<file path="config.mk">
export PLATFORM = sky130hd
export DESIGN_NAME = box_ctrl
export DESIGN_NICKNAME = d
export VERILOG_FILES = /design/src/design/box_pkg.sv /design/src/design/box_ctrl.sv
export VERILOG_INCLUDE_DIRS = /design/src /design/src/design
export SDC_FILE = /design/constraint.sdc
export NUM_CORES = 1
export LEC_CHECK = 0
export BUFFER_PORTS_ARGS = -buffer_cell sky130_fd_sc_hd__buf_2
export CAP_MARGIN = 20
export CORE_AREA = 3 3 40 42
export DETAILED_ROUTE_END_ITERATION = 10
export DIE_AREA = 0 0 43 45
export SETUP_SLACK_MARGIN = 0.1
export SYNTH_ARGS = -nofsm -noshare
export SYNTH_HDL_FRONTEND = slang
export SYNTH_SLANG_ARGS = --single-unit
</file>
<file path="constraint.sdc">
create_clock -name clk -period 1.3 [get_ports clk]
set_input_delay 0.13 -clock clk [delete_from_list [all_inputs] [get_ports clk]]
set_output_delay 0.13 -clock clk [all_outputs]
set_load 0.05 [all_outputs]
</file>
<file path="src/design/box_macros.svh">
`ifndef BOX_MACROS_SVH
`define BOX_MACROS_SVH

// Window radius and side.
`define BOX_RADIUS 6
`define BOX_WIN 13

// Pixel width in bits.
`define BOX_PIX_W 8

// Largest image side, also the depth of each row memory.
`define BOX_MAX_IMG 64

// Cycles from the completing pixel to its output.
`define BOX_LATENCY 6

`endif

</file>
<file path="src/design/box_pkg.sv">
`include "box_macros.svh"

package box_pkg;

  // One grayscale pixel.
  typedef logic [`BOX_PIX_W-1:0] pix_t;

  // Row or column index, or image side.
  typedef logic [9:0] coord_t;

  // Sum of one 13-pixel column.
  typedef logic [11:0] col_sum_t;

  // Sum of the full 13x13 window, max 43095.
  typedef logic [15:0] win_sum_t;

  // Thirteen column pixels, oldest row in the low bits.
  typedef logic [`BOX_WIN*`BOX_PIX_W-1:0] col_vec_t;

  typedef enum logic [1:0] {
    IDLE,
    FILL,
    RUN,
    FLUSH
  } ctrl_state_t;

endpackage

</file>
<file path="src/design/box_ctrl.sv">
`include "box_macros.svh"

module box_ctrl (
  input  logic clk,
  input  logic rst_n,
  input  logic i_start,
  input  logic i_rows_filled,
  input  logic i_frame_end,
  output logic o_clear,
  output logic o_accept,
  output logic o_busy,
  output logic o_done
);

  localparam int CNT_W = $clog2(`BOX_LATENCY + 1);

  box_pkg::ctrl_state_t state;
  box_pkg::ctrl_state_t state_nxt;
  logic [CNT_W-1:0]     flush_cnt;
  logic                 flush_last;

  assign flush_last = (flush_cnt == CNT_W'(`BOX_LATENCY - 1));

  always_comb begin
    state_nxt = state;
    case (state)
      box_pkg::IDLE: begin
        if (i_start) begin
          state_nxt = box_pkg::FILL;
        end
      end
      box_pkg::FILL: begin
        if (i_frame_end) begin
          state_nxt = box_pkg::FLUSH;
        end else if (i_rows_filled) begin
          state_nxt = box_pkg::RUN;
        end
      end
      box_pkg::RUN: begin
        if (i_frame_end) begin
          state_nxt = box_pkg::FLUSH;
        end
      end
      box_pkg::FLUSH: begin
        if (flush_last) begin
          state_nxt = box_pkg::IDLE;
        end
      end
      default: begin
        state_nxt = box_pkg::IDLE;
      end
    endcase
  end

  always_ff @(posedge clk) begin
    if (!rst_n) begin
      state <= box_pkg::IDLE;
    end else begin
      state <= state_nxt;
    end
  end

  // Wait out the pipeline after the last pixel.
  always_ff @(posedge clk) begin
    if (!rst_n) begin
      flush_cnt <= '0;
    end else if (state != box_pkg::FLUSH) begin
      flush_cnt <= '0;
    end else begin
      flush_cnt <= flush_cnt + 1'b1;
    end
  end

  always_ff @(posedge clk) begin
    if (!rst_n) begin
      o_done <= 1'b0;
    end else begin
      o_done <= (state == box_pkg::FLUSH) && flush_last;
    end
  end

  assign o_clear = (state == box_pkg::IDLE) && i_start;
  assign o_accept = (state == box_pkg::FILL) || (state == box_pkg::RUN);
  assign o_busy = (state != box_pkg::IDLE);

  a_done_pulse: assert property (@(posedge clk) disable iff (!rst_n)
    o_done |-> (state == box_pkg::IDLE) ##1 !o_done);

endmodule

</file>
==> results by group <==
Run status
  • Status: completed

Synth
  • Library cells used by synthesis: 16
  • Mapped Cells: 37
  • Cell Area, Synth: 345 um^2
  • Synthesized Nets: 49
  • Sequential share of the synthesized area: 0.348
  • Yosys Warn Count: 0
  • Seq cells post-synth: 6
  • Syn avg cell area: 9.33 um^2

Setup path
  • WS Path Type: flop to flop
  • CP endpoint kind: flop
  • CP arrival: 1.36 ns
  • Data required, critical path: 1.42 ns
  • Reg2reg path depth: 5
  • Startpoint types: flop
  • Crit-path max cell delay: 0.35 ns
  • Maximum fanout along the worst path: 4
  • Worst path cell trace: buf_4, ha_4, o2bb2ai_4, o211ai_1, o31ai_1
  • Slowest-stage cell, CP: dfxtp_4

Place
  • Dpl cells: 60
  • Dpl hpwl: 548 um
  • IO buf count: 8
  • Area post-placement: 435 um^2
  • GP Congestion: 0.665

Route
  • Post-route ant nets: 0
  • DRC errors left: 0
  • Via Count: 333
  • Via density per instance: 4.76
  • Routed WL per cell: 13.4 um
  • DRT Pass-1 Iters: 4
  • DR iter-0 viols: 7
  • Overall routed net length: 940 um

Global route
  • Vias in the first global route: 335
  • Met1 GRT Util: 0.0894
  • Global route overflow: 0
  • Antenna violations before repair: 0
  • Met3 GRT Util: 0.0120
  • Most Crowded Layer GR: met2
  • GRT Overall Usage: 0.105
  • First-pass GRT wire length: 1450 um
  • Largest net degree at the start of global routing: 6
  • Grt met2 use: 0.213

Floorplanning
  • Standard-cell rows: 13
  • # IOs: 9
  • Core area: 1280 um^2
  • Die height: 45 um
  • Chip width: 43 um
  • Die Area: 1940 um^2
  • Initial core utilization: 0.269

Power and ir drop
  • LEAKAGE: 0.000248 uW
  • Peak supply drop: 1050 uV
  • Pwr Density: 2510 nW/um^2

Timing
  • Hold Fails Final Rpt: 0
  • RSZ-0062 raised after global routing: yes
  • Max-slew headroom: 0.837
  • Fin crit period: 1.23 ns
  • Final period utilization: 0.950
  • Least-Margin Pin Slew: 0.246 ns
  • Fin. max-slew vios: 0
  • Setup Skew: 0.00404 ns
  • Fmax: 810 MHz
  • Setup TNS: 0 ns
  • Setup violators final: 0
  • Hold WS: 0.200 ns

Layout
  • Share of cells above drive strength 1: 0.636
  • Commonest non-fill, non-tap cell in the layout: buf_4
  • Register area: 128 um^2
  • Final Instance Count excl. Fillers: 70
  • Area of the multi-input gates: 287 um^2
  • Post-layout util: 0.481
  • Finished Cell Area: 618 um^2
  • # diodes: 0
  • Synth-to-layout area growth: 79.0%
  • Most frequent cells in the layout: buf_4, buf_2, nor2_1, ha_1, dfxtp_1
  • Filler Cell Count: 115
  • Nets: 69

Clocking
  • Clk root buf: clkbuf_4
  • Clock Tree Buf Depth: 2
  • CTS Sinks: 6
  • Num CTS Buffers: 3
  • Worst-Skew Late Latency: 0.24 ns
  • Worst-path clk slew: 0.05 ns
  • TritonCTS clock tree: built
  • Number of H-tree levels: 1

Run
  • Number of max-cap violations: 0

Min path
  • Hold path depth: 3
  • HP Class: input pin to flop
[sequential cells by signal, indices dropped and copies added (netlist names)]
register and cells:
state 2, flush_cnt 3, o_done 1
[routing by layer]
metal | wire length, um | vias to the layer above
met5 | 0 | -
met4 | 16 | 0
met3 | 45 | 2
met2 | 543 | 10
met1 | 335 | 160
li1 | - | 161
[what timing repair did]
item	4_1_cts	5_1_grt
gates resized for setup	16	9
pin swaps	2	5
setup buffers	5	2
hold buffers	0	0
endpoints found under the setup margin	4	5
[stage by stage]
stage,setup WS [ns],total power (uW)
floorplan,0.0313,804
global placement,0.134,885
detailed placement,0.102,884
CTS,0.0707,1350
global route,0.0337,1610
finish,0.0656,1550
[synthesized netlist by cell type (all sizes together)]
library cell,count,area share
nand3,1,0.014
ha,7,0.25
xnor2,1,0.025
nand2,3,0.040
nor2,4,0.043
o2bb2ai,1,0.043
o211ai,2,0.043
inv,5,0.054
dfxtp,6,0.35
and2,1,0.018
o31ai,2,0.043
nand2b,1,0.018
a21oi,1,0.025
o21ai,2,0.029
[logic make-up (layout without fill, tap and decap cells)]
| kind of cell | count (synthesis) | after routing | share of synthesized area |
|---|---|---|---|
| compound gates | 8 | 8 | 0.185 |
| simple gates | 10 | 10 | 0.134 |
| buf+inv | 5 | 23 | 0.0544 |
| flops | 6 | 6 | 0.348 |
| fa+ha+maj | 7 | 7 | 0.254 |
| xor+xnor | 1 | 1 | 0.0254 |
[worst max-delay path: cells and delay by family, from the launching register on]
family                     cells  cell delay (ns)
AOI/OAI and AO/OA              3             0.45
DFF                            1             0.35
adders and majority gates      1             0.16
buffers and inverters          1             0.15
[cell type report]
cell class,count,area share
tap,15,0.0304
multi-input combinational,26,0.464
inverter,5,0.0445
sequential,6,0.206
clock buffer,3,0.0364
timing repair buffer,15,0.219
[final timing paths]
kind                 from            to  slack [ns]
min                 rst_n      state[1]        0.20
min reg2reg  flush_cnt[0]  flush_cnt[0]        0.45
max reg2reg      state[1]      state[1]        0.07
max              state[1]      state[1]        0.07
[power by group]
part	leakage, uW	internal (uW)	switching, uW
combinational	0.000184	527	574
sequential	0.0000500	232	45.6
clock	0.0000138	104	66.4
Power figures use the tool's default switching activity.
