==> src/design/box_macros.svh <==
`ifndef BOX_MACROS_SVH
`define BOX_MACROS_SVH

// Window radius and side.
`define BOX_RADIUS 6
`define BOX_WIN 13

// Pixel width in bits.
`define BOX_PIX_W 8

// Largest image side, also the depth of each row memory.
`define BOX_MAX_IMG 64

// Cycles from the completing pixel to its output.
`define BOX_LATENCY 6

`endif

==> src/design/box_pkg.sv <==
`include "box_macros.svh"

package box_pkg;

  // One grayscale pixel.
  typedef logic [`BOX_PIX_W-1:0] pix_t;

  // Row or column index, or image side.
  typedef logic [9:0] coord_t;

  // Sum of one 13-pixel column.
  typedef logic [11:0] col_sum_t;

  // Sum of the full 13x13 window, max 43095.
  typedef logic [15:0] win_sum_t;

  // Thirteen column pixels, oldest row in the low bits.
  typedef logic [`BOX_WIN*`BOX_PIX_W-1:0] col_vec_t;

  typedef enum logic [1:0] {
    IDLE,
    FILL,
    RUN,
    FLUSH
  } ctrl_state_t;

endpackage

==> src/design/box_window_sum.sv <==
`include "box_macros.svh"

module box_window_sum #(
  parameter int USE_CENTER = 1
) (
  input  logic              clk,
  input  logic              rst_n,
  input  logic              i_clear,
  input  logic              i_accept,
  input  logic              i_valid,
  input  box_pkg::coord_t   i_img_size,
  input  logic              i_col_valid,
  input  box_pkg::col_vec_t i_column,
  output box_pkg::coord_t   o_col,
  output logic              o_rows_filled,
  output logic              o_frame_end,
  output logic              o_valid,
  output box_pkg::win_sum_t o_sum,
  output box_pkg::pix_t     o_center
);

  localparam int PW = `BOX_PIX_W;
  localparam int WIN = `BOX_WIN;

  logic            accept_pix;
  box_pkg::coord_t col_cnt;
  box_pkg::coord_t row_cnt;
  box_pkg::coord_t size_m1;
  logic            col_last;
  logic            row_last;

  logic            first_s0;
  logic            sub_s0;
  logic            tag_s0;
  logic [4:1]      v_sr, first_sr, sub_sr, tag_sr;

  box_pkg::pix_t     px [WIN];
  logic [PW:0]       pair_s1 [6];
  box_pkg::pix_t     odd_s1;
  logic [PW+1:0]     quad_s2 [3];
  box_pkg::pix_t     odd_s2;
  logic [PW+2:0]     half_s3 [2];
  box_pkg::col_sum_t col_s4;

  box_pkg::col_sum_t hist [WIN];
  box_pkg::win_sum_t col_ext;
  box_pkg::win_sum_t old_ext;
  box_pkg::win_sum_t acc_sum;

  assign accept_pix = i_accept & i_valid;
  assign size_m1 = i_img_size - box_pkg::coord_t'(1);
  assign col_last = (col_cnt == size_m1);
  assign row_last = (row_cnt == size_m1);

  assign o_col = col_cnt;
  assign o_rows_filled = (row_cnt >= WIN - 1);
  assign o_frame_end = accept_pix & col_last & row_last;

  always_ff @(posedge clk) begin
    if (!rst_n || i_clear) begin
      col_cnt <= '0;
      row_cnt <= '0;
    end else if (accept_pix) begin
      if (col_last) begin
        col_cnt <= '0;
        row_cnt <= row_cnt + box_pkg::coord_t'(1);
      end else begin
        col_cnt <= col_cnt + box_pkg::coord_t'(1);
      end
    end
  end

  // Tags line up with the column register in the line window.
  always_ff @(posedge clk) begin
    if (!rst_n || i_clear) begin
      first_s0 <= 1'b0;
      sub_s0 <= 1'b0;
      tag_s0 <= 1'b0;
    end else if (accept_pix) begin
      first_s0 <= (col_cnt == '0);
      sub_s0 <= (col_cnt >= WIN);
      tag_s0 <= (col_cnt >= WIN - 1) && (row_cnt >= WIN - 1);
    end
  end

  always_ff @(posedge clk) begin
    if (!rst_n || i_clear) begin
      v_sr <= '0;
      first_sr <= '0;
      sub_sr <= '0;
      tag_sr <= '0;
    end else begin
      v_sr <= {v_sr[3:1], i_col_valid};
      first_sr <= {first_sr[3:1], first_s0};
      sub_sr <= {sub_sr[3:1], sub_s0};
      tag_sr <= {tag_sr[3:1], tag_s0};
    end
  end

  always_comb begin
    for (int k = 0; k < WIN; k++) begin
      px[k] = i_column[k*PW +: PW];
    end
  end

  // Adder tree, four register stages.
  always_ff @(posedge clk) begin
    for (int k = 0; k < 6; k++) begin
      pair_s1[k] <= {1'b0, px[2*k]} + {1'b0, px[2*k+1]};
    end
    odd_s1 <= px[WIN-1];
    for (int k = 0; k < 3; k++) begin
      quad_s2[k] <= {1'b0, pair_s1[2*k]} + {1'b0, pair_s1[2*k+1]};
    end
    odd_s2 <= odd_s1;
    half_s3[0] <= {1'b0, quad_s2[0]} + {1'b0, quad_s2[1]};
    half_s3[1] <= {1'b0, quad_s2[2]} + {3'b000, odd_s2};
    col_s4 <= {1'b0, half_s3[0]} + {1'b0, half_s3[1]};
  end

  // History of the last 13 valid column sums.
  always_ff @(posedge clk) begin
    if (v_sr[4]) begin
      hist[0] <= col_s4;
      for (int k = 1; k < WIN; k++) begin
        hist[k] <= hist[k-1];
      end
    end
  end

  assign col_ext = box_pkg::win_sum_t'(col_s4);
  assign old_ext = sub_sr[4] ? box_pkg::win_sum_t'(hist[WIN-1]) : '0;

  // Running sum doubles as the output register.
  always_ff @(posedge clk) begin
    if (!rst_n || i_clear) begin
      acc_sum <= '0;
      o_valid <= 1'b0;
    end else begin
      o_valid <= v_sr[4] & tag_sr[4];
      if (v_sr[4]) begin
        acc_sum <= first_sr[4] ? col_ext : acc_sum + col_ext - old_ext;
      end
    end
  end

  assign o_sum = acc_sum;

  generate
    if (USE_CENTER != 0) begin : g_center
      box_pkg::pix_t ctr_sr [`BOX_RADIUS];
      box_pkg::pix_t ctr_d [1:4];
      box_pkg::pix_t ctr_q;

      // Centre row of each valid column, six columns deep.
      always_ff @(posedge clk) begin
        if (i_col_valid) begin
          ctr_sr[0] <= px[`BOX_RADIUS];
          for (int k = 1; k < `BOX_RADIUS; k++) begin
            ctr_sr[k] <= ctr_sr[k-1];
          end
        end
      end

      always_ff @(posedge clk) begin
        ctr_d[1] <= ctr_sr[`BOX_RADIUS-1];
        for (int k = 2; k <= 4; k++) begin
          ctr_d[k] <= ctr_d[k-1];
        end
        ctr_q <= ctr_d[4];
      end

      assign o_center = ctr_q;
    end else begin : g_no_center
      assign o_center = '0;
    end
  endgenerate

  a_col_below_size: assert property (@(posedge clk) disable iff (!rst_n)
    i_accept |-> col_cnt < i_img_size);

  // An output must come from a column tagged inside the image.
  a_valid_tagged: assert property (@(posedge clk) disable iff (!rst_n)
    o_valid |-> $past(i_col_valid && tag_s0, 5));

endmodule

==> config.mk <==
export PLATFORM = sky130hd
export DESIGN_NAME = box_window_sum
export DESIGN_NICKNAME = d
export VERILOG_FILES = /design/src/design/box_pkg.sv /design/src/design/box_window_sum.sv
export VERILOG_INCLUDE_DIRS = /design/src /design/src/design
export SDC_FILE = /design/constraint.sdc
export NUM_CORES = 1
export LEC_CHECK = 0
export BUFFER_PORTS_ARGS = -buffer_cell sky130_fd_sc_hd__buf_2
export CAP_MARGIN = 30
export CORE_MARGIN = 2
export CORE_UTILIZATION = 34
export CTS_BUF_LIST = sky130_fd_sc_hd__clkbuf_16
export CTS_CLUSTER_DIAMETER = 40
export DETAILED_ROUTE_END_ITERATION = 8
export GPL_TIMING_DRIVEN = 1
export SLEW_MARGIN = 20
export SYNTH_ARGS = -nofsm -noshare
export SYNTH_HDL_FRONTEND = slang
export SYNTH_SLANG_ARGS = --single-unit
==> constraint.sdc <==
create_clock -name clk -period 5.8 [get_ports clk]
set_input_delay 0.29 -clock clk [delete_from_list [all_inputs] [get_ports clk]]
set_output_delay 0.29 -clock clk [all_outputs]
set_load 0.03 [all_outputs]
==> summary.txt <==
Run status
  – Status: completed

Logic synthesis
  – Synthesized Nets: 1625
  – Post-Syn Instances: 1355
  – Post-Syn Area: 17370 µm²
  – Ys flop type: dfxtp_1
  – Dominant combinational cell family by area after synthesis: adder cells
  – Asr flop ratio synth: 0
  – EDFF count, synth: 204
  – Adder-cell share of the synthesized area: 0.1184
  – Synth cell types: 57
  – Seq cells post-synth: 434
  – Syn avg cell area: 12.82 µm²
  – Yosys warning count: 0
  – Sequential area share after synthesis: 0.6176
  – Synth Area in Compound Gates: 0.07929
  – Synth Area in Simple Gates: 0.07901
  – Mux share of post-synthesis cell area: 0.005762
  – XOR/XNOR Fraction of Synth Area: 0.06547

Clock network
  – TritonCTS Sinks: 434
  – Num CTS Buffers: 59
  – Clock root buffer: clkbuf_16
  – H-tree Lvls: 2
  – Post-CTS Setup Repair Bufs: 0
  – Worst-path clk slew: 60 ps
  – Later-pin clock latency in the skew report: 600 ps
  – Max clock buf depth: 3
  – CTS tree: built

Setup path
  – Worst EP arrival: 3050 ps
  – Critical path fanouts, max: 9
  – R2R depth: 11
  – CP Cell Sequence: xnor3_1 -> nand3_2 -> a311oi_1 -> nand4b_1 -> or4_1 -> nor4_1 -> buf_2
  – Crit path kind: register to output pin
  – CP required: 5510 ps
  – Crit-path max cell delay: 450 ps
  – Nature of the critical path startpoint: register
  – CP endpoint kind: output pin
  – Slowest CP cell: or4_1

Route
  – DR WL met3: 1.418 mm
  – Met2 wire len: 14.64 mm
  – DRT Pass-1 Iters: 4
  – DRT met1 WL: 14.02 mm
  – Vias per inst: 4.449
  – Post-DR wirelength/cell: 13.37 µm
  – DR DRC count: 0
  – Iteration-0 DRC Markers: 502
  – DR top layer: met4
  – DRT antenna net count: 0
  – Via count: 10286
  – Post-Route WL: 30.91 mm

Cells and area
  – Number of diodes: 0
  – Fraction of layout cells with a size suffix above 1: 0.1652
  – Synth-to-Final Area Change: 23.46%
  – Util after Layout: 0.4266
  – Most frequent cells in the layout: dfxtp_1 (229), edfxtp_1 (204), buf_2 (156)
  – Finished Layout Cells: 2312
  – Commonest non-fill, non-tap cell in the layout: dfxtp_1
  – Final std cell area, no fill: 21450 µm²
  – Fin nets: 1860

Placement
  – Dpl cell area: 18950 µm²
  – DP HPWL: 21.50 mm
  – Dpl cells: 2163
  – GP Congestion: 0.8225
  – Port bufs: 156
  – Pre-CTS setup slack: 2485 ps

STA
  – RSZ-0062 raised after global routing: no
  – Period minus WS final: 3343 ps
  – Max Clock Skew: 12.04 ps
  – Fin crit share: 0.5763
  – Total Neg Setup Slack: 0 ps
  – Max Fclk: 299.2 MHz
  – Rel. slew slack: 0.3966
  – Final Hold Fails: 0
  – Worst Hold Slack: 36.70 ps
  – Setup violators final: 0
  – Worst Max-Slew Pin Slew: 903.9 ps
  – Fin worst setup slack: 2457 ps
  – Slew Viols, Final: 0

Power
  – Static Leak: 8.985 nW
  – P_int: 7.063 mW
  – Sw Share: 0.2881
  – Power density over cell area: 462.5 nW/µm²
  – Sequential Power Share: 0.378
  – P_sw: 2.858 mW
  – Comb pwr share: 0.242
  – Peak VDD IR: 0.0002698 V
  – Clk pwr share: 0.380
  – Overall Power: 9.920 mW

Global route
  – Initial antenna violation count: 0
  – Largest net degree at the start of global routing: 184
  – GRT overflow: 0
  – Vias in the first global route: 10681
  – Global-route wire length before repair: 51.10 mm
  – Tot GR Track Use: 0.1183

Worst hold path
  – Hold path depth: 3
  – Hold Crit Class: input port to register

Floorplan
  – Die Wd: 230.0 µm
  – Placeable Area: 50270 µm²
  – IO Pins: 157
  – Initial Util: 0.3456
  – Die area: 52920 µm²
  – Die span in y: 230.0 µm
  – Number of core rows: 82

Flow run
  – Max-cap violations: 0
-- synth_stat cells (2+ instances only) --
cell type  number  area share
xor2_1         40       0.020
a211oi_1        3      0.0013
nand4_1         6      0.0022
nand2b_1       15      0.0054
o21bai_1        6      0.0026
a31oi_1         4      0.0014
ha_1          126       0.091
o41ai_1         3      0.0015
nor3_4          2      0.0019
o21a_1          2     0.00086
nor2b_1        18      0.0065
o211ai_1        9      0.0039
nand2_1        62       0.013
o221ai_1        2      0.0010
xnor3_1         5      0.0065
inv_1         132       0.029
clkbuf_1       19      0.0041
a2111oi_0       2      0.0010
xnor2_1        77       0.039
nand4b_1        2      0.0010
and2_1         30       0.011
nor4_1          9      0.0032
a21oi_1        79       0.023
dfxtp_1       230        0.27
fa_1           24       0.028
edfxtp_1      204        0.35
or4_1           7      0.0030
a21o_1         34       0.015
a311oi_1        2      0.0010
nor3_1         12      0.0035
nor2_1         50       0.011
and3_1          8      0.0029
or3_1           2     0.00072
buf_6           2      0.0013
o21ai_0        61       0.018
o311ai_0        2      0.0010
a21boi_0       10      0.0043
nor3b_1         4      0.0017
nand3_1        23      0.0066
mux2i_1        10      0.0058
-- timing repair --
action | in CTS | in global routing
hold endpoints to repair | 29 | 0
gates resized for setup | 0 | 0
hold buffers | 38 | 0
-- path summary, 6_finish.rpt --
check | startpoint | to | slack [ps]
max reg2reg | sub_sr[4]$_SDFF_PP0_ | o_sum[14]$_SDFFE_PP0P_ | 2550
min | i_column[90] | pair_s1[5][2]$_DFF_P_ | 40
max | o_col[2]$_SDFFE_PP0P_ | o_frame_end | 2460
min reg2reg | g_center.ctr_d[2][0]$_DFF_P_ | g_center.ctr_d[3][0]$_DFF_P_ | 320
-- flip-flops by register name, summed over array words and instances (netlist names), 4 cells and up --
signal,count
row_cnt,10
sub_sr,4
first_sr,4
odd_s1,8
g_center.ctr_d,32
half_s3,22
pair_s1,54
tag_sr,4
quad_s2,30
o_sum,16
odd_s2,8
o_col,10
hist,156
g_center.ctr_sr,48
o_center,8
v_sr,4
col_s4,12
-- area by class of cell --
class | count | area, µm²
Fill cell | 4681 | 28830
Multi-Input combinational cell | 766 | 6047
Clock buffer | 62 | 1551
Inverter | 132 | 495.5
Tap cell | 672 | 840.8
Clock inverter | 49 | 570.5
Sequential cell | 434 | 10730
Timing Repair Buffer | 197 | 1209
-- critical path, delay by kind of cell, from the launching register on --
family | cells | cell delay, ps
XOR/XNOR | 1 | 420
buffers and inverters | 1 | 280
AND/OR/NAND/NOR | 4 | 1130
flip-flops | 1 | 400
AO/OA/AOI/OAI | 1 | 220
-- logic make-up after synthesis --
group           count (synthesis)
flops                         434
simple gates                  257
compound gates                227
buf+inv                       155
fa+ha+maj                     150
xor+xnor                      122
mux                            10
-- layer usage --
| metal | vias up | track usage |
|---|---|---|
| met5 | - | 0 |
| met4 | 0 | 0.04758 |
| met3 | 66 | 0.02604 |
| met2 | 191 | 0.1998 |
| met1 | 4816 | 0.1466 |
| li1 | 5213 | - |
-- power by group through the flow --
stage               clock network [mW]  logic [mW]  registers, mW
floorplan                            0        1.90           3.73
CTS                               3.89        2.43           3.76
detailed placement                   0        2.38           3.82
global placement                     0        2.33           3.81
finish                            3.77        2.40           3.75
global route                      4.02        2.74           3.78
Power figures use the tool's default switching activity.
